$ cat config.mk
export PLATFORM = sky130hd
export DESIGN_NAME = taper_pipeline
export DESIGN_NICKNAME = d
export VERILOG_FILES = /design/src/verilog/eval_pkg.sv /design/src/verilog/taper_pipeline.sv
export SDC_FILE = /design/constraint.sdc
export NUM_CORES = 1
export LEC_CHECK = 0
export ABC_CLOCK_PERIOD_IN_PS = 9100
export BUFFER_PORTS_ARGS = -buffer_cell sky130_fd_sc_hd__buf_2
export CAP_MARGIN = 10
export CORE_MARGIN = 8
export CORE_UTILIZATION = 62
export CTS_BUF_LIST = sky130_fd_sc_hd__clkbuf_8
export CTS_CLUSTER_SIZE = 10
export DETAILED_ROUTE_END_ITERATION = 10
export PLACE_DENSITY = 0.81
export SLEW_MARGIN = 25
export SYNTH_ARGS = -nofsm -noshare
export SYNTH_HDL_FRONTEND = slang
export SYNTH_SLANG_ARGS = --single-unit
$ cat constraint.sdc
create_clock -name clk -period 9.1 [get_ports clk]
set_input_delay 0 -clock clk [delete_from_list [all_inputs] [get_ports clk]]
set_output_delay 0 -clock clk [all_outputs]
set_load 0.02 [all_outputs]
$ cat src/verilog/eval_pkg.sv
/* Board evaluator shared definitions
   Piece codes, material tables, score and phase widths, pipeline constants */
`default_nettype none

package eval_pkg;

   localparam int RANKS = 8;                 // Ranks per board
   localparam int FILES = 8;                 // Squares per rank
   localparam int PHASE_SPAN = 62;           // Full-midgame phase weight
   localparam int RECIP_SCALE_LOG2 = 20;     // Fixed point of the reciprocal
   localparam int RECIP_62 = 16912;          // 2^20 / 62, rounded down
   localparam int TAPER_STAGES = 5;          // Registers after the rank units
   localparam int LATENCY = 7;               // Intake + rank + taper

   // Piece type in the low three bits, colour on top
   localparam int BLACK_BIT = 3;
   localparam logic [2:0] PIECE_PAWN = 3'd1;
   localparam logic [2:0] PIECE_KNIGHT = 3'd2;
   localparam logic [2:0] PIECE_BISHOP = 3'd3;
   localparam logic [2:0] PIECE_ROOK = 3'd4;
   localparam logic [2:0] PIECE_QUEEN = 3'd5;
   localparam logic [2:0] PIECE_KING = 3'd6;

   typedef logic [3:0] piece_t;              // One square
   typedef piece_t [FILES-1:0] rank_t;       // File 0 in the low nibble
   typedef rank_t [RANKS-1:0] board_t;       // Square = rank * 8 + file
   typedef logic signed [15:0] score_t;      // White positive
   typedef logic [5:0] phase_t;              // Non-pawn piece count
   typedef logic signed [47:0] wide_t;       // Blend and reciprocal products

   typedef struct packed {
      score_t mg;
      score_t eg;
      phase_t phase;
   } rank_score_t;

   typedef struct packed {
      board_t board;
      logic   black_to_move;
   } eval_req_t;

   // Indexed by piece type; empty and code 7 weigh nothing, nor does the king
   localparam score_t MG_VALUE [8] = '{16'sd0, 16'sd82, 16'sd337, 16'sd365,
                                      16'sd477, 16'sd1025, 16'sd0, 16'sd0};
   localparam score_t EG_VALUE [8] = '{16'sd0, 16'sd94, 16'sd281, 16'sd297,
                                      16'sd512, 16'sd936, 16'sd0, 16'sd0};

endpackage

`default_nettype wire

$ cat src/verilog/taper_pipeline.sv
/* Taper pipeline
   Rank sums, phase blend, reciprocal divide by 62, side sign and output stall */
`timescale 1ns/1ns
`default_nettype none

module taper_pipeline
   import eval_pkg::*;
(
   input  wire logic        clk,
   input  wire logic        reset,
   input  wire rank_score_t rank_scores [RANKS], // From the rank units
   input  wire logic        stage_valid,         // Intake register valid
   input  wire logic        black_to_move,       // Side of the intake board
   output logic             advance,             // Global stage enable
   input  wire logic        eval_ready,
   output logic             eval_valid,
   output score_t           eval
);

   localparam int PAIRS = RANKS / 2;

   // Index 0 sits beside the rank unit registers, k beside taper stage k
   logic [TAPER_STAGES:0]   valid_q;
   logic [TAPER_STAGES-1:0] black_q;             // Side to move per stage

   rank_score_t pair_q [PAIRS];                  // Stage 1, adjacent ranks
   score_t      sum_mg;                          // Adder tree tail
   score_t      sum_eg;
   phase_t      sum_phase;
   score_t      mg_q;                            // Stage 2, board totals
   score_t      eg_q;
   phase_t      phase_q;
   wide_t       mg_term_q;                       // Stage 3, weighted halves
   wide_t       eg_term_q;
   wide_t       scaled_q;                        // Stage 4, times 2^20/62
   wide_t       bias;                            // Round toward zero
   wide_t       quot;                            // Stage 5 input

   assign advance = !(eval_valid && !eval_ready);  // Only stall point
   assign eval_valid = valid_q[TAPER_STAGES];

   always_ff @(posedge clk)
   begin
      if (reset)
         valid_q <= '0;
      else if (advance)
         valid_q <= {valid_q[TAPER_STAGES-1:0], stage_valid};
   end

   always_ff @(posedge clk)
   begin
      if (advance)
         black_q <= {black_q[TAPER_STAGES-2:0], black_to_move};
   end

   always_comb
   begin
      sum_mg = '0;
      sum_eg = '0;
      sum_phase = '0;
      for (int p = 0; p < PAIRS; p++)
      begin
         sum_mg = sum_mg + pair_q[p].mg;
         sum_eg = sum_eg + pair_q[p].eg;
         sum_phase = sum_phase + pair_q[p].phase;
      end
   end

   // Negative products get 2^20 - 1 added so the shift truncates toward zero
   assign bias = (scaled_q < 0) ? (wide_t'(1) <<< RECIP_SCALE_LOG2) - wide_t'(1) : '0;
   assign quot = (scaled_q + bias) >>> RECIP_SCALE_LOG2;

   always_ff @(posedge clk)
   begin
      if (advance)
      begin
         for (int p = 0; p < PAIRS; p++)
         begin
            pair_q[p].mg <= rank_scores[2*p].mg + rank_scores[2*p+1].mg;
            pair_q[p].eg <= rank_scores[2*p].eg + rank_scores[2*p+1].eg;
            pair_q[p].phase <= rank_scores[2*p].phase + rank_scores[2*p+1].phase;
         end
         mg_q <= sum_mg;
         eg_q <= sum_eg;
         phase_q <= sum_phase;
         mg_term_q <= wide_t'(mg_q) * wide_t'(phase_q);              // Midgame weight
         eg_term_q <= wide_t'(eg_q) * (wide_t'(PHASE_SPAN) - wide_t'(phase_q));
         scaled_q <= (mg_term_q + eg_term_q) * wide_t'(RECIP_62);
         if (black_q[TAPER_STAGES-1])
            eval <= -score_t'(quot);                                 // Black's view
         else
            eval <= score_t'(quot);
      end
   end

   // Held result may not change until taken
   eval_hold: assert property (@(posedge clk) disable iff (reset)
      eval_valid && !eval_ready |=> eval_valid && $stable(eval));

   // Endgame weight stays non-negative now that phase is not clamped
   phase_in_span: assert property (@(posedge clk) disable iff (reset)
      valid_q[2] |-> phase_q <= phase_t'(PHASE_SPAN));

endmodule

`default_nettype wire

After elaboration in Yosys (flattened, before gate mapping) --
Memories as Yosys holds them, arrays and structs flattened. Cells that the tools add are included.
Storage, ports and cells: register bits after elaboration 205, RAM bits 152, output and inout port bits 18, bits of input ports 309, latch bits 0, logic and storage cells 45, memory bits (read-only) 0, memories 1
Cells by class: reduce and logical (&&, ||, !) cells 3, multiply operators 3, equality and inequality tests 0, mux-type cells 3, shift-type cells 0, div/mod/pow operators 0, bitwise logic cells 0, order comparisons 1, $add $sub $neg 25
Memory list:
- pair_q | words 4, bits a word 38, rd ports 4, clocked after memory_dff 0, wr ports 4, RTL line taper_pipeline.sv:26 | rank_score_t pair_q [PAIRS];
Operators by type and width (number):
- $add A16 B16 Y16 | 14
- $add A48 B48 Y48 | 1
- $lt A48 B1 Y1 const B | 1
- $mul A48 B12 Y44 const B | 1
- $mul A16 B7 Y23 | 2
- $add A6 B6 Y6 | 7
- $add A36 B21 Y36 | 1
- $mux W20 | 1
- $mux W16 | 1
- $neg A16 Y16 | 1
- $sub A6 B6 Y7 const A | 1
- $logic_not A1 Y1 | 2
- $logic_and A1 B1 Y1 | 1
- $mux W1 | 1

Depth between registers and ports, before layout --
depth after elaboration 5, gate-level depth with buffers 25, mapped depth without buffers 25

Worst setup path after synthesis --
OpenSTA, ideal clock, no wires.
path kind reg-to-reg, start register valid_q[5], end register black_q[0] (enable), stages on the path, launching flop included 4, path buffers 1, data arrival time 6419 ps, setup time 645 ps, period minus slack after synthesis 7064 ps, required time 8455 ps, slack 2036 ps, cell sequence dfxtp_1 nor2b_1 clkbuf_1 inv_1
On the way: cells in the longest elaborated chain, start to end 1
Ends and longest elaborated chain:
- start, declared | RTL line taper_pipeline.sv:23 | logic [TAPER_STAGES:0] valid_q;
- start signal, assigned | RTL line taper_pipeline.sv:47 | valid_q <= {valid_q[TAPER_STAGES-1:0], stage_valid};
- $logic_and A1 B1 Y1 | RTL line taper_pipeline.sv:39 | assign advance = !(eval_valid && !eval_ready);
- end signal, assigned | RTL line taper_pipeline.sv:53 | black_q <= {black_q[TAPER_STAGES-2:0], black_to_move};
- end, declared | RTL line taper_pipeline.sv:24 | logic [TAPER_STAGES-1:0] black_q;
Every way passes these cells. A chain may end at the register's enable or synchronous reset.

Final worst setup path --
start register phase_q[1], end register eg_term_q[46] (data pin)
On the way: cells in the longest elaborated chain, start to end 2
Ends and longest elaborated chain:
- start, declared | RTL line taper_pipeline.sv:32 | phase_t phase_q;
- start signal, assigned | RTL line taper_pipeline.sv:85 | phase_q <= sum_phase;
- $sub A6 B6 Y7 | RTL line taper_pipeline.sv:87 | eg_term_q <= wide_t'(eg_q) * (wide_t'(PHASE_SPAN) - wide_t'(phase_q));
- $mul A16 B7 Y23 | RTL line taper_pipeline.sv:87
- end signal, assigned | RTL line taper_pipeline.sv:87
- end, declared | RTL line taper_pipeline.sv:34 | wide_t eg_term_q;
Every way passes these cells.

==> impl_metrics.ini <==
[clocking]
cts_buffers = 50
cts_repair_resize_count = 0
clk-insertion-delay-late_ns = 0.65
clkSlewWorstSetupHoldPaths_ns = 0.07
cts_max_level = 2
cts.sinks = 296
cts_tree = yes
clockBufferDepth = 3
clock-root-buffer = clkbuf_8

[placed_design]
placed_cells = 3753
place.gp.congestion = 0.921
place_area_um2 = 32400
dp_hpwl_um = 58200
port_buffers = 326

[grt]
grt_pass1_vias = 27290
grt_max_degree = 125
overflow = 0
grt_pass1_wl_um = 141000
antenna_found_initial = 13
grt_use_total_pct = 31.1

[worst_setup_path]
start_kind = flop
arrival_ns = 7.53
crit_required_ns = 9.50
critPathKind = flop to flop
cp_max_fo = 19
endpoint_kind = flop

[final_layout]
area_delta_synth_final_pct = 24.4
nets = 4579
drive_gt1_share_pct = 11.7
layoutNonFillerInstCount = 4250
stdcell_area_um2 = 37400

[routing]
drt_first_pass_iters = 8
ant_nets = 0
drt_iter0_drc = 2447
wl_um = 91200
dr.max_layer_used = met5
wl_met3_um = 8270
vias = 25734
drc = 0
wirelength_met1_um = 32500
wl_per_cell_um = 21.5
viasPerCell = 6.06
met2WireLength_um = 44100

[yosys]
netlist_instances = 2843
synth_edf_count = 290
ys.flop_type = edfxtp_1
ys_types = 70
yosysSeqAreaShare_pct = 29.3
syn_area_per_cell_um2 = 10.6
syn-num-nets = 3833
synth_area_um2 = 30100
ys_ff_latch = 296
yosysWarnings = 0
async_flop_share_pct = 0

[timing]
fin_setup_tns_ns = 0
post-route-period-util_pct = 78.4
hold_viol = 0
slew_viol_final = 3
layout_min_cycle_time_ns = 7.13
slew_headroom_pct = -1.94
fmax_mhz = 140
setup_viol = 0
rsz0062_at_grt = no
clock_skew_ns = 0.0279
worstMarginPinSlew_ns = 1.52

[worst_hold_path]
hold_path.class = input port to flop

[run]
cap_violations = 1

[floorplan]
row_count = 80
die_x_um = 236
ios = 327
core_um2 = 47800
initial_core_util_pct = 62.9
dieArea_um2 = 55900
die_h_um = 236

[run_status]
violations = capacitance limit, slew limit
outcome = finished, violations left
-- state kept, by name, summed over array words and instances (netlist names) --
name and flops:
valid_q 6, phase_q 6, scaled_q 33, eg_term_q 23
mg_q 16, eval 16, mg_term_q 23, black_q 5
pair_q 152, eg_q 16
-- metrics by stage --
stage	hold WS, ns	setup WS (ns)	util (%)
after floorplan	0.0724	2.04	-
after global placement	0.181	2.17	67.8
after detailed placement	0.180	1.97	67.8
after CTS	0.000688	1.95	78.2
after global routing	0.0643	1.52	78.3
final	0.0463	1.97	78.3
-- per-layer routing --
layer	track usage [%]	vias to the layer above
met5	0	-
li1	-	11410
met4	18.1	2
met3	6.81	512
met1	35.0	12154
met2	54.2	1656
-- critical path, cell delays in order (launching register included) --
cell,delay (ns)
edfxtp_1,0.74
ha_1,0.31
and3_1,0.23
nand3_1,0.57
or2_2,0.56
fa_1,0.51
fa_1,0.55
inv_1,0.06
fa_1,0.53
inv_1,0.06
fa_1,0.53
inv_1,0.04
ha_1,0.32
o21ai_0,0.10
o21bai_1,0.11
o41ai_1,0.51
o21ai_1,0.20
a221oi_1,0.35
a21oi_1,0.12
a21oi_1,0.24
o21ai_1,0.12
xnor2_1,0.13
-- layout make-up --
type	count	area, um2
timing repair buffer	732	5680
sequential	296	8830
antenna	10	25.0
multi-input combinational	2181	19900
clock inverter	37	274
inverter	328	1240
fill	2770	10400
tap	615	769
clock buffer	51	702
-- cell usage after synthesis (11+ instances only) --
cell	count	area, um2
a31oi_1	12	75.1
a211oi_1	22	165
o41ai_1	13	114
nand2b_1	16	100
nand3_1	65	325
edfxtp_1	290	8710
a32o_1	22	220
o21ai_0	66	330
a21oi_1	155	776
or3_1	30	188
nor2b_1	43	269
and3_1	22	138
nand2_1	147	552
and2_1	123	769
xnor2_1	240	2100
inv_1	327	1230
nor2_1	160	601
o21ai_1	12	60.1
nor3_1	63	315
o21bai_1	27	203
a21boi_0	14	105
fa_1	259	5180
ha_1	422	5280
o31ai_1	11	82.6
o21a_1	21	158
a21o_1	56	420
clkbuf_1	33	124
xor2_1	56	490
-- placed cells by master (no fill, tap or decap), types with 21 or more instances in the layout --
| cell type | synthesis | routed |
|---|---|---|
| ha_1 | 422 | 422 |
| dlygate4sd3_1 | 0 | 399 |
| inv_1 | 327 | 333 |
| buf_2 | 2 | 326 |
| edfxtp_1 | 290 | 290 |
| fa_1 | 259 | 259 |
| xnor2_1 | 240 | 240 |
| nor2_1 | 160 | 160 |
| a21oi_1 | 155 | 155 |
| nand2_1 | 147 | 147 |
| and2_1 | 123 | 123 |
| o21ai_0 | 66 | 65 |
| nand3_1 | 65 | 65 |
| nor3_1 | 63 | 62 |
| a21o_1 | 56 | 56 |
| xor2_1 | 56 | 56 |
| clkbuf_8 | 0 | 51 |
| nor2b_1 | 43 | 43 |
| or3_1 | 30 | 30 |
| o21bai_1 | 27 | 27 |
| a211oi_1 | 22 | 22 |
| and3_1 | 22 | 22 |
| a32o_1 | 22 | 22 |
| o21a_1 | 21 | 21 |
-- final timing paths --
kind,startpoint,to,slack (ns),cells after the start
hold / removal,rank_scores[26],pair_q[3][27]$_DFFE_PN_,0.05,4
setup / recovery,phase_q[1]$_DFFE_PN_,eg_term_q[46]$_DFFE_PN_,1.97,21
hold reg to reg,black_q[1]$_DFFE_PN_,black_q[2]$_DFFE_PN_,0.42,0
setup reg to reg,phase_q[1]$_DFFE_PN_,eg_term_q[46]$_DFFE_PN_,1.97,21
-- cells by family after synthesis --
group | count (synthesis) | share of synthesized area [%]
buffers and inverters | 366 | 4.57
flip-flops | 296 | 29.3
AND/OR/NAND/NOR | 704 | 11.6
XOR/XNOR | 296 | 8.61
adder cells (fa/ha/maj) | 681 | 34.8
AO/OA/AOI/OAI | 495 | 11.0
multiplexers | 5 | 0.166
-- timing repair --
| action | 4_1_cts | 5_1_grt |
|---|---|---|
| hold buffers | 399 | 0 |
| setup buffers | 0 | 0 |
| endpoints found under the hold margin | 159 | 0 |
Power is left out: the tool's default activity adds up to more than one toggle a clock period on the data nets, which glitch-free logic cannot reach.
