$ cat config.mk
export PLATFORM = sky130hd
export DESIGN_NAME = board_intake
export DESIGN_NICKNAME = d
export VERILOG_FILES = /design/src/verilog/eval_pkg.sv /design/src/verilog/board_intake.sv
export SDC_FILE = /design/constraint.sdc
export NUM_CORES = 1
export LEC_CHECK = 0
export ABC_AREA = 1
export BUFFER_PORTS_ARGS = -buffer_cell sky130_fd_sc_hd__buf_2
export CORE_AREA = 2 2 204 206
export DETAILED_ROUTE_END_ITERATION = 10
export DIE_AREA = 0 0 206 208
export PLACE_DENSITY = 0.4
export RECOVER_POWER = 100
export REMOVE_ABC_BUFFERS = 1
export SLEW_MARGIN = 20
export SYNTH_ARGS = -nofsm -noshare
export SYNTH_HDL_FRONTEND = slang
export SYNTH_SLANG_ARGS = --single-unit
$ cat constraint.sdc
create_clock -name clk -period 12.64 [get_ports clk]
set_input_delay 0.632 -clock clk [delete_from_list [all_inputs] [get_ports clk]]
set_output_delay 0.632 -clock clk [all_outputs]
set_load 0.03 [all_outputs]
$ cat src/verilog/eval_pkg.sv
/* Board evaluator shared definitions
   Piece codes, material tables, score and phase widths, pipeline constants */
`default_nettype none

package eval_pkg;

   localparam int RANKS = 8;                 // Ranks per board
   localparam int FILES = 8;                 // Squares per rank
   localparam int PHASE_SPAN = 62;           // Full-midgame phase weight
   localparam int RECIP_SCALE_LOG2 = 20;     // Fixed point of the reciprocal
   localparam int RECIP_62 = 16912;          // 2^20 / 62, rounded down
   localparam int TAPER_STAGES = 5;          // Registers after the rank units
   localparam int LATENCY = 7;               // Intake + rank + taper

   // Piece type in the low three bits, colour on top
   localparam int BLACK_BIT = 3;
   localparam logic [2:0] PIECE_PAWN = 3'd1;
   localparam logic [2:0] PIECE_KNIGHT = 3'd2;
   localparam logic [2:0] PIECE_BISHOP = 3'd3;
   localparam logic [2:0] PIECE_ROOK = 3'd4;
   localparam logic [2:0] PIECE_QUEEN = 3'd5;
   localparam logic [2:0] PIECE_KING = 3'd6;

   typedef logic [3:0] piece_t;              // One square
   typedef piece_t [FILES-1:0] rank_t;       // File 0 in the low nibble
   typedef rank_t [RANKS-1:0] board_t;       // Square = rank * 8 + file
   typedef logic signed [15:0] score_t;      // White positive
   typedef logic [5:0] phase_t;              // Non-pawn piece count
   typedef logic signed [47:0] wide_t;       // Blend and reciprocal products

   typedef struct packed {
      score_t mg;
      score_t eg;
      phase_t phase;
   } rank_score_t;

   typedef struct packed {
      board_t board;
      logic   black_to_move;
   } eval_req_t;

   // Indexed by piece type; empty and code 7 weigh nothing, nor does the king
   localparam score_t MG_VALUE [8] = '{16'sd0, 16'sd82, 16'sd337, 16'sd365,
                                      16'sd477, 16'sd1025, 16'sd0, 16'sd0};
   localparam score_t EG_VALUE [8] = '{16'sd0, 16'sd94, 16'sd281, 16'sd297,
                                      16'sd512, 16'sd936, 16'sd0, 16'sd0};

endpackage

`default_nettype wire

$ cat src/verilog/board_intake.sv
/* Board intake
   Valid/ready capture of the board and side to move at the pipeline head */
`timescale 1ns/1ns
`default_nettype none

module board_intake
   import eval_pkg::*;
(
   input  wire logic      clk,
   input  wire logic      reset,
   input  wire logic      board_valid,   // Request offered
   input  wire eval_req_t board_req,
   output logic           board_ready,   // Pipeline can move
   input  wire logic      advance,       // From the taper output stage
   output rank_t          ranks [RANKS], // To the rank units
   output logic           black_to_move,
   output logic           stage_valid    // Intake register holds a board
);

   eval_req_t req_q;                     // Captured request

   assign board_ready = advance;         // Accept whenever nothing stalls

   always_ff @(posedge clk)
   begin
      if (reset)
         stage_valid <= 1'b0;
      else if (advance)
         stage_valid <= board_valid;     // Bubble when nothing offered
   end

   always_ff @(posedge clk)
   begin
      if (advance && board_valid)
         req_q <= board_req;             // Capture on transfer
   end

   always_comb
   begin
      for (int r = 0; r < RANKS; r++)
         ranks[r] = req_q.board[r];      // Split into rank slices
   end

   assign black_to_move = req_q.black_to_move;

   // A refused request must be offered again unchanged
   held_req_stable: assert property (@(posedge clk) disable iff (reset)
      board_valid && !board_ready |=> board_valid && $stable(board_req));

endmodule

`default_nettype wire

**Word level (Yosys, flattened, before mapping)**

Index checks and enable logic that the tools add are counted.

- Reduce and logical (&&, ||, !) cells: 1

Operators with widths:

| operator | count |
|---|---|
| 1-bit logical AND | 1 |

- Output and inout port bits: 259
- Logic and storage cells: 67
- Flip-flop bits (word level): 258

**Logic depth before layout (Yosys ltp)**

Gate-level depths: netlist of the first run.

- Depth after elaboration: 1
- Depth in mapped cells: 3
- Depth with buffers taken out: 3

**Worst setup path after synthesis of the first run**

Ideal clock, no wire load.

- Path type: input to register
- From: input advance
- To: register req_q, in the netlist black_to_move, enable pin
- Path slack: 6.348 ns
- Required time: 12.031 ns
- Cell stages on the path: 2
- Setup time: 0.609 ns
- Arrival time: 5.683 ns
- Path through: nand2_1 inv_1

- Word-level cells in the longest chain between the ends: 1

RTL lines:

| what | RTL line | text |
|---|---|---|
| from (decl) | board_intake.sv:14 | `input wire logic advance,` |
| 1-bit logical AND | board_intake.sv:34 | `if (advance && board_valid)` |
| to (signal assigned) | board_intake.sv:35 | `req_q <= board_req;` |
| to (decl) | board_intake.sv:20 | `eval_req_t req_q;` |

No other way between the ends.
A chain may end at the register's enable or synchronous reset.

**Worst setup path after layout of the first run**

- From: input advance
- To: register req_q, in the netlist ranks[200], enable pin

The elaborated chain is that of the path after synthesis.

==> impl_summary.md, run 1 <==
Status
The flow ran to the end, but the final reports show violations. The checks that failed: max-capacitance violations, max-slew violations.

Synth
The count of yosys warnings during synthesis is 0. Sorting the synthesized cells by area gives the leading types as sky130_fd_sc_hd__edfxtp_1 99%, sky130_fd_sc_hd__dfxtp_1 0.26%, sky130_fd_sc_hd__a21oi_2 0.11%. Synthesis instantiated 6 different standard cells from the library. After synthesis, the mean cell area works out to 29.43 µm².

The portion of synthesized cell area occupied by the leading cell type is approximately 99%. By instance count, the leading cell after synthesis is sky130_fd_sc_hd__edfxtp_1. The commonest cells after synthesis are 257 x sky130_fd_sc_hd__edfxtp_1, 2 x sky130_fd_sc_hd__inv_1, 2 x sky130_fd_sc_hd__nand2_1. The post-synthesis instance total is 264. The most used flip-flop cell after synthesis is sky130_fd_sc_hd__edfxtp_1. Of the synthesized area, sequential elements account for 99.60%. The summed instance area of the synthesized netlist is 0.007769 mm². Counting flops with an async set or reset pin after synthesis yields a share of 0%. The post-synthesis register bit count is 258.

The synthesized design contains between 200 and 300 enable-type register cells. The cell type with the largest total area after synthesis is sky130_fd_sc_hd__edfxtp_1.

Worst setup path
The slack of the worst reg-to-reg path is 12.08 ns. The endpoint type of the worst setup path is a flip-flop. In this run the worst path has a maximum fanout of 110. Data arrives at the worst endpoint at 6.19 ns. The required time at the endpoint of the critical path is approximately 13 ns.

The setup path with the least slack is of type primary input to flip-flop. In this design, the stage delay of the slowest critical-path cell is 3.53 ns. STA classifies the critical path startpoint as a primary input. On the critical path, the stage with the largest delay is an instance of sky130_fd_sc_hd__clkinvlp_2. Traced cell by cell, the critical path runs through clkbuf_1 -> nand2_1 -> clkinvlp_2 -> buf_4.

CTS
Once the clock tree was built, the resizer swapped 0 gates to a different size. The clock slew at the register clock pins of the worst setup and hold paths is 0.06 ns. TritonCTS built the clock tree. In this run the number of H-tree levels came out at 1. The later pin in the worst-skew pair is clocked with a latency of 0.55 ns. The clock passes through at most 3 buffers. Buffers added to address setup during post-CTS repair amount to 0. Clock tree synthesis inserted a total of 29 buffers. The root buffer selected by CTS is sky130_fd_sc_hd__clkbuf_16. The clock net in this run drives a total of around 260 sinks. After clock tree synthesis, the flow added hold-fix buffers numbering 0.

Die
The floorplan step defined a die boundary enclosing 0.04285 mm². For this configuration, the core starts out at a cell density of 19.16%. The width of the chip is 206 µm. The die span in y is 208 µm. The site row count is 74. The area of the core is 0.04055 mm².

For this design the top-level I/O count stands at 520.

STA
The worst-case hold slack is 0.2418 ns. Setup repair after global routing left no endpoint under its margin. The worst clock skew is 0 ns.

Summed over all failing endpoints, the final setup total negative slack is 0 ns. The final setup violation count is 0. At the pin with the least slew margin, the transition time is 4.779 ns. The number of pins with negative max-slew slack in the final report came to 111. Based on the critical path, the design can be clocked at up to 0.1658 GHz. The final period demand of the worst path is between 6 and 7 ns. The final hold violation count is 0.

The worst slew margin relative to its limit is -220.3%. The share of the clock period used by the worst path after layout is 47.72%.

Pwr
Cell internal power was estimated by the tool at between 1 and 1.5 mW. The share of total power dissipated in sequential elements is 51.0%. VDD sags by at most 94.39 µV. Per report_power, the combinational group accounts for between 10% and 20% of the total. The analysis attributes to net switching a power of 0.5122 mW. The power density over cell area is 173.8 mW/mm². In this run switching power makes up 25.51% of total power. In this run the static leakage power is 4.145 nW. Per report_power, the clock group accounts for 38.3% of the total.

Hold path
The class of the most critical hold timing path is primary input to flip-flop.

Route
The routed length per placed instance is 17.28 µm. The first routing iteration left 137 violations. The total via count in the routed design is around 4800. Summed over all layers, the routed wires come to 23650 µm. The via density per instance is between 3 and 4. In this run the remaining antenna-violating nets after routing total 0. The first TritonRoute pass finished after 4 iterations. After detailed routing, the number of remaining DRC violations is 0.

Global routing
After global routing the overflow that remains totals 0. Global routing used 10.19% of the available tracks. The via count of the first global-routing pass is 5054.

The number of antenna violations at the first check in global routing is 4. The wire length of the first global-routing pass is 32150 µm. Entering global routing, the biggest net connects 111 pins.

Place
The number of placed instances, taps included, is 1316. The last weighted congestion value of the routability-driven placer is about 0.73. Detailed placement ended at an HPWL of ~18000 µm.

The count of buffers added on input and output ports is 519.

Layout
From synthesis to final layout, the design area changed by 48.72%. The multi-input combinational cells in the finished layout cover a total of around 13 µm². Registers take 0.007737 mm².

The number of nets in the layout is 1076. After the flow finishes, the layout carries non-filler instances totaling approximately 1400. Of the cells placed in the final design, the portion with a size suffix greater than 1 is between 30% and 40%. The fill cell instance count of the final layout is 4275.

Flow run
The max-cap violation count is 1.
[kinds of logic after synthesis]
| group | Yosys count | share of synthesized area [%] |
|---|---|---|
| flops | 258 | 99.60 |
| buf+inv | 3 | 0.1933 |
| simple gates | 2 | 0.09667 |
| compound gates | 1 | 0.1128 |
[through the flow]
| stage | utilization [%] | total power, mW | setup slack, ns | area, µm² |
|---|---|---|---|---|
| 2_1_floorplan | - | 1.174 | 6.348 | 7761 |
| 3_3_place_gp | 27.24 | 1.272 | 9.727 | 11050 |
| 3_5_place_dp | 27.24 | 1.273 | 9.731 | 11050 |
| 4_1_cts | 29.36 | 2.061 | 10.33 | 11910 |
| 5_1_grt | 28.48 | 2.092 | 5.810 | 11550 |
| 6_report | 28.49 | 2.008 | 6.609 | 11550 |
[power by group through the flow]
stage	registers (mW)	logic (mW)	clock network, mW
final	1.02	0.214	0.769
after global routing	1.03	0.227	0.834
after CTS	1.02	0.235	0.805
after detailed placement	1.04	0.235	0
after global placement	1.04	0.235	0
after floorplan	1.16	0.0116	0
[routing by layer]
metal / global-route usage [%] / vias to the layer above / routed length [µm]
li1: - / 2181 / -
met1: 10.52 / 2271 / 8251
met2: 18.55 / 290 / 12100
met3: 4.652 / 37 / 2766
met4: 2.488 / 6 / 486
met5: 0 / - / 40
[final timing paths]
kind / start / end / cells past startpoint
worst max register to register: stage_valid$_SDFFE_PP0P_ / stage_valid$_SDFFE_PP0P_ / 2
worst max-delay path: advance / ranks[200]$_DFFE_PP_ / 4
worst min register to register: stage_valid$_SDFFE_PP0P_ / stage_valid$_SDFFE_PP0P_ / 2
worst min-delay path: reset / stage_valid$_SDFFE_PP0P_ / 2
[sequential cells by signal, summed over array words and instances, names as in the netlist]
signal         cells
stage_valid        1
ranks            256
black_to_move      1
[final cells by class]
| class | count | area share (%) |
|---|---|---|
| Antenna cell | 1 | 0.02166 |
| Clock inverter | 17 | 0.9855 |
| Clock buffer | 34 | 6.444 |
| Multi-Input combinational cell | 3 | 0.1083 |
| Timing Repair Buffer | 521 | 19.63 |
| Sequential cell | 258 | 66.97 |
| Inverter | 2 | 0.07581 |
| Tap cell | 532 | 5.761 |
[critical path: cells and delay by family]
family | cells | cell delay (ns)
buffers and inverters | 3 | 5.37
and+or+nand+nor | 1 | 0.11
[cell usage in the layout, fill, tap and decap left out]
cell / n
sky130_fd_sc_hd__clkbuf_1: 280
sky130_fd_sc_hd__edfxtp_1: 257
sky130_fd_sc_hd__buf_2: 244
sky130_fd_sc_hd__clkbuf_16: 29
sky130_fd_sc_hd__clkinv_1: 9
sky130_fd_sc_hd__clkinv_4: 3
sky130_fd_sc_hd__clkinv_2: 3
sky130_fd_sc_hd__nand2_1: 2
sky130_fd_sc_hd__buf_4: 2
sky130_fd_sc_hd__diode_2: 1
sky130_fd_sc_hd__clkinvlp_2: 1
sky130_fd_sc_hd__inv_1: 1
sky130_fd_sc_hd__a21oi_1: 1
sky130_fd_sc_hd__inv_6: 1
sky130_fd_sc_hd__bufinv_16: 1
sky130_fd_sc_hd__dfxtp_1: 1
(Power assumes the default switching activity.)
==> run 2: changes to the inputs <==
Settings changed: CORE_AREA 2 2 204 206 to 2 2 200 202, DIE_AREA 0 0 206 208 to 0 0 202 204, PLACE_DENSITY 0.4 to 0.41.
Clock period 12.64 ns to 5.9 ns, I/O delays scaled along.
==> impl_summary.md, run 2 (synthesis results as in run 1) <==
CTS
The number of buffers inserted by hold repair at cts is 259 (+259). The clock buffer count from CTS came to 30 (+3.4%). The post-CTS setup buffer count was 0 (unchanged).

TritonCTS built the clock tree. The clock sink count came to 258 (unchanged). The maximum count of clock buffers along a single path came to 3 (unchanged). The clock insertion delay at the later pin of the skew report is 0.56 ns (about the same). The clock slew at the register clock pins of the worst setup and hold paths came to 0.06 ns (about the same).

The quantity of gates resized following cts was 0 (unchanged). The root buffer selected by CTS is sky130_fd_sc_hd__clkbuf_16. The depth of the CTS H-tree is 1 (unchanged).

Global routing
The via count of the first global-routing pass is 5986 (+18%). The wire length of the first global-routing pass is 34680 µm (+7.9%). The remaining global-route overflow is 0 (unchanged). The maximum number of pins on one net before global-route repair is 131 (+18%). The number of antenna violations at the first check in global routing was 2 (-2). The total global routing track utilization is 11.02% (+0.83 points).

STA
The final hold violation count is 0 (unchanged). The highest attainable clock frequency is 0.5846 GHz. Setup repair after global routing left no endpoint under its margin. The number of pins with negative max-slew slack in the final report came to 0 (-100%).

The worst path uses between 20% and 30% of the clock period. The worst clock skew is 0 ns (unchanged). The setup TNS is 0 ns (unchanged).

The worst slew margin relative to its limit is 32.57% (+250 points). The transition time at the pin with the least slew margin was 1.011 ns (-3.767 ns). The final setup violation count is 0 (unchanged). The final period demand of the worst path is 1.710 ns.

Place
The number of I/O port buffers is 519 (unchanged). The last weighted congestion value of the routability-driven placer is 0.7514 (+3.5%). The placed cell area is 0.01104 mm² (about the same). The half-perimeter wire length after placement is 16980 µm (-5.1%). The number of placed cells counting well taps is 1308 (-0.61%).

Worst setup path
The largest fanout on the critical path is 130 (+18%). The arrival time reported for the critical path endpoint was 1.89 ns (-4.30 ns). The category of the worst setup path launch point is a primary input. The worst stage delay on the critical path is 0.57 ns (-2.96 ns). Traced cell by cell, the critical path runs through clkbuf_1 -> nand2_1 -> inv_8 -> buf_12.

Among all stages on the critical path, the largest delay is contributed by sky130_fd_sc_hd__buf_12. The required time at the endpoint of the critical path is 6.08 ns (-6.72 ns). The worst setup path is captured at a flip-flop.

The critical setup path kind is primary input to flip-flop.

Layout
Compared with the post-synthesis result, the final layout area differs by 83.19%. The fill cell instance count of the final layout was 3850 (-9.9%). The area of all placed cells without fillers came to 0.01423 mm² (+23%). The number of flip-flops under the largest register name came to 256 (unchanged). The fraction of final layout cells sized beyond drive strength 1 is 26.41% (-7.6 points). The non-filler instance count after layout is 1625 (+19%). The library cell used most frequently in the layout, excluding fill and tap cells, is sky130_fd_sc_hd__clkbuf_1. In the layout the commonest cells are 285 x sky130_fd_sc_hd__clkbuf_1, 259 x sky130_fd_sc_hd__dlygate4sd3_1, 257 x sky130_fd_sc_hd__edfxtp_1, 242 x sky130_fd_sc_hd__buf_2, 31 x sky130_fd_sc_hd__clkbuf_16.

The share of the core filled with cells is 36.32% (+7.8 points). The number of nets in the layout came to 1335 (+24%).

Die
The starting density of the core came to 19.83% (+0.67 points). The area of the core came to 0.03918 mm² (-3.4%). The die span in y is 204 µm (-1.9%). The total I/O pin count was 520 (unchanged). The site row count was 73 (-1.4%). The width of the chip came to 202 µm (-1.9%).

The full die area came to 0.04121 mm² (-3.8%).

Pwr
The power density over cell area is 319.2 mW/mm² (+84%). The highest ir drop seen on vdd is 264.8 µV (+180%). The leakage power total is 5.272 nW (+27%).

Route
The total via count in the routed design is 5720 (+20%). The detailed router's first-iteration violation count is 186 (+36%). The remaining routing DRC violations is 0 (unchanged). The number of iterations in the first detailed-routing pass is 4 (unchanged).

The remaining antenna violation count after routing was 0 (unchanged). The via density per instance was 3.520 (+0.63%). The routed length per placed instance is 15.06 µm (-13%). The routed wire length is 24470 µm (+3.5%).

Status
The run finished with clean final reports.

Flow run
The max-cap violation count was 0 (-1).

Hold path
The class of the most critical hold timing path is primary input to flip-flop.
-- run 2: cell types whose count changed in the layout (fill, tap and decap cells not counted), moves of 2 or more --
cell / delta
sky130_fd_sc_hd__clkinv_2: +5
sky130_fd_sc_hd__clkinv_1: -6
sky130_fd_sc_hd__buf_4: -2
sky130_fd_sc_hd__clkbuf_16: +2
sky130_fd_sc_hd__inv_8: +2
sky130_fd_sc_hd__clkbuf_1: +5
sky130_fd_sc_hd__buf_2: -2
sky130_fd_sc_hd__dlygate4sd3_1: +259
-- run 2: cell type report --
| type | instances | area (µm²) | share of cell area [%] |
|---|---|---|---|
| Clock inverter | 16 | 117.6 | 0.8265 |
| Antenna cell | 2 | 5.005 | 0.03517 |
| Multi-Input combinational cell | 3 | 16.27 | 0.1143 |
| Timing Repair Buffer | 779 | 4863 | 34.17 |
| Inverter | 2 | 15.01 | 0.1055 |
| Tap cell | 525 | 656.9 | 4.616 |
| Clock buffer | 40 | 819.5 | 5.759 |
| Sequential cell | 258 | 7737 | 54.37 |
-- run 2: worst paths after layout --
kind / slack, ns / cells past startpoint / start / endpoint
setup / recovery: 4.19 / 4 / advance / ranks[179]$_DFFE_PP_
hold reg to reg: 1.03 / 3 / stage_valid$_SDFFE_PP0P_ / stage_valid$_SDFFE_PP0P_
hold / removal: 0.44 / 2 / board_req[198] / ranks[37]$_DFFE_PP_
setup reg to reg: 4.79 / 3 / stage_valid$_SDFFE_PP0P_ / stage_valid$_SDFFE_PP0P_
-- run 2: worst max-delay path, delay by kind of cell --
kind	cells	cell delay, ns
buffers and inverters	3	1.26
and+or+nand+nor	1	0.17
-- run 2: per-layer routing --
layer  track usage, %  vias up  share of wire, %
met4            3.519        0               2.9
met2            19.39      302                51
met5                0        -                 0
met3            4.385       47               9.3
li1                 -     2707                 -
met1            12.16     2664                37
-- run 2: report_power, final --
group,internal [mW],leakage [nW],switching (mW)
Clock,1.02,0.463,0.734
Sequential,2.16,2.42,0.0324
Combinational,0.215,2.39,0.385
-- run 2: through the flow --
| step | worst slack [ns] | power (mW) | hold WS, ns |
|---|---|---|---|
| floorplan | -0.05482 | 2.516 | 0.3574 |
| global placement | 3.521 | 2.723 | 0.4601 |
| detailed placement | 3.563 | 2.723 | 0.4637 |
| CTS | 4.173 | 4.645 | 0.3908 |
| global route | 4.048 | 4.724 | 0.4130 |
| finish | 4.190 | 4.542 | 0.4372 |
==> run 3: changes to the inputs <==
Settings changed: CORE_AREA 2 2 200 202 to 2 2 204 206, DIE_AREA 0 0 202 204 to 0 0 206 208.
Clock period 5.9 ns to 1.4 ns, I/O delays scaled along.
==> impl_summary.md, run 3 (synthesis results as in run 1) <==
Status
The flow ran to the end, and the final reports show no timing, DRC or antenna violations.

Die
The total I/O pin count is 520 (unchanged). The die span in y is 208 µm (+2.0%). The starting density of the core is 19.16% (-0.67 points). The full die area was 0.04285 mm² (+4.0%). The area of the core came to 0.04055 mm² (+3.5%). The width of the chip was 206 µm (+2.0%). The site row count is 74 (+1.4%).

Worst setup path
The combined buffer and inverter count along the critical path is 1 (-2). Walking the worst path, the cells encountered are clkbuf_2. The worst stage delay on the critical path is 0.42 ns (-0.15 ns). The required time at the endpoint of the critical path is 1.33 ns (-4.75 ns). The critical setup path kind is flip-flop to primary output. The critical path's slowest cell is sky130_fd_sc_hd__edfxtp_1. The number of cells on the critical path is 1 (-3). The endpoint type of the worst setup path is a primary output. The largest fanout on the critical path is 1 (-99%).

The family with the most delay on the worst path is flip-flops. The arrival time reported for the critical path endpoint is 1.22 ns (-0.67 ns). The category of the worst setup path launch point is a flip-flop.

The depth of the worst register-to-register path is 3 (unchanged).

Global routing
The remaining global-route overflow is 0 (unchanged). The wire length of the first global-routing pass is 36730 µm (+5.9%). The maximum number of pins on one net before global-route repair came to 35 (-73%). The total global routing track utilization is 11.22% (+0.21 points). The number of antenna violations at the first check in global routing came to 0 (-2).

The via count of the first global-routing pass came to 6357 (+6.2%).

STA
Derived from the worst setup path, the maximum achievable clock frequency is 0.7769 GHz. The final setup violation count is 0 (unchanged). The worst-case hold slack is 0.2222 ns (-0.2150 ns). The worst clock skew is 0 ns (unchanged). The worst slew margin relative to its limit was 54.25% (+22 points).

The worst path uses about nine tenths of the clock period. The clock period could shrink to 1.287 ns. Setup repair after global routing left no endpoint under its margin.

The final hold violation count is 0 (unchanged). The number of pins with negative max-slew slack in the final report is 0 (unchanged). The transition time at the pin with the least slew margin was 0.6848 ns (-0.3266 ns).

Pwr
The power density over cell area is 1313 mW/mm² (+310%). The highest ir drop seen on vdd was 1041 µV (+290%). The leakage power total is 5.836 nW (+11%). The overall power after layout came to 19.04 mW (+320%).

CTS
The clock slew at the register clock pins of the worst setup and hold paths is 0.06 ns (about the same). The depth of the CTS H-tree is 1 (unchanged). The maximum count of clock buffers along a single path is 3 (unchanged). The quantity of gates resized following cts was 0 (unchanged). The root buffer cell chosen for the clock tree is sky130_fd_sc_hd__clkbuf_16.

The clock buffer count from CTS came to 29 (-3.3%). The clock insertion delay at the later pin of the skew report came to 0.55 ns (about the same). TritonCTS built the clock tree. The clock sink count is 258 (unchanged).

Route
The routed length per placed instance is 15.65 µm (+3.9%). The remaining routing DRC violations is 0 (unchanged). The remaining antenna violation count after routing is 0 (unchanged). The via density per instance is 3.514 (-0.18%). The number of iterations in the first detailed-routing pass is 4 (unchanged). The total via count in the routed design came to 5773 (+0.93%).

The detailed router's first-iteration violation count is 165 (-11%). The routed wire length is 25710 µm (+5.1%).

Layout
The share of the core filled with cells is 35.74% (-0.58 points). The number of flip-flops under the largest register name is 256 (unchanged). The layout overhead on the synthesized area is 86.58%.

The fraction of final layout cells sized beyond drive strength 1 was 42.79% (+16 points). The number of nets in the layout is 1349 (+1.0%). Leaving out fill and tap cells, the most frequent cells in the layout are 259 x sky130_fd_sc_hd__dlygate4sd3_1, 257 x sky130_fd_sc_hd__edfxtp_1, 235 x sky130_fd_sc_hd__buf_2, 196 x sky130_fd_sc_hd__clkbuf_2, 106 x sky130_fd_sc_hd__clkbuf_1. Leaving out fill and tap cells, the most frequent cell in the layout is sky130_fd_sc_hd__dlygate4sd3_1. The area of all placed cells without fillers is 0.01450 mm² (+1.9%).

Hold path
The count of cells along the worst hold path came to 2 (unchanged). In this run the worst hold path is classified as primary input to flip-flop.

Place
The number of I/O port buffers is 519 (unchanged). The last weighted congestion value of the routability-driven placer is 0.7679 (+2.2%). The placed cell area is 0.01121 mm² (+1.6%). The half-perimeter wire length after placement is 18780 µm (+11%).

Flow run
The max-cap violation count came to 0 (unchanged).
run 3: cell types whose count changed in the layout (fill, tap and decap cells not counted), sizes merged:
cell    before  now
buf        243  242
bufinv       1    2
clkinv      13   11
diode        2    1
clkbuf     317  331
run 3: power by group:
part / total [mW] / internal, mW / switching [mW]
registers: 9.23 / 9.08 / 0.147
clock network: 7.15 / 4.17 / 2.98
logic: 2.65 / 1.01 / 1.64
total: 19.0 / 14.3 / 4.76
run 3: final cells by class:
class                   count  area [µm²]
well taps                 532       665.6
flip-flops and latches    258        7737
repair buffers            794        5174
multi-input cells           3       16.27
fillers                  3951       26060
clock buffers              38       759.5
clock inverters            15       128.9
diodes                      1       2.502
inverters                   2       11.26
run 3: routing by layer:
layer | vias up | GRT usage, % | wire (µm)
met3 | 38 | 4.010 | 2446
met1 | 2696 | 12.06 | 9522
met5 | - | 0 | 0
met4 | 0 | 2.956 | 613
met2 | 310 | 20.59 | 13130
li1 | 2729 | - | -
run 3: worst paths after layout:
| check | start | end | slack (ns) |
|---|---|---|---|
| min | board_req[226] | ranks[1]$_DFFE_PP_ | 0.22 |
| min reg2reg | stage_valid$_SDFFE_PP0P_ | stage_valid$_SDFFE_PP0P_ | 1.03 |
| max reg2reg | stage_valid$_SDFFE_PP0P_ | stage_valid$_SDFFE_PP0P_ | 0.29 |
| max | ranks[251]$_DFFE_PP_ | ranks[251] | 0.11 |
run 3: timing repair:
action	in CTS	in global routing
endpoints found under the setup margin	0	0
setup buffers	0	0
hold buffers	259	0
hold endpoints to repair	258	0
run 3: metrics by stage:
| step | std cells | worst slack (ns) | setup TNS [ns] |
|---|---|---|---|
| 6_report | 1643 | 0.1129 | 0 |
| 5_1_grt | 1642 | 0.05589 | 0 |
| 4_1_cts | 1642 | 0.08158 | 0 |
| 3_5_place_dp | 1330 | 0.1193 | 0 |
| 3_3_place_gp | 1330 | 0.1154 | 0 |
| 2_1_floorplan | 263 | -4.330 | -1112.76 |
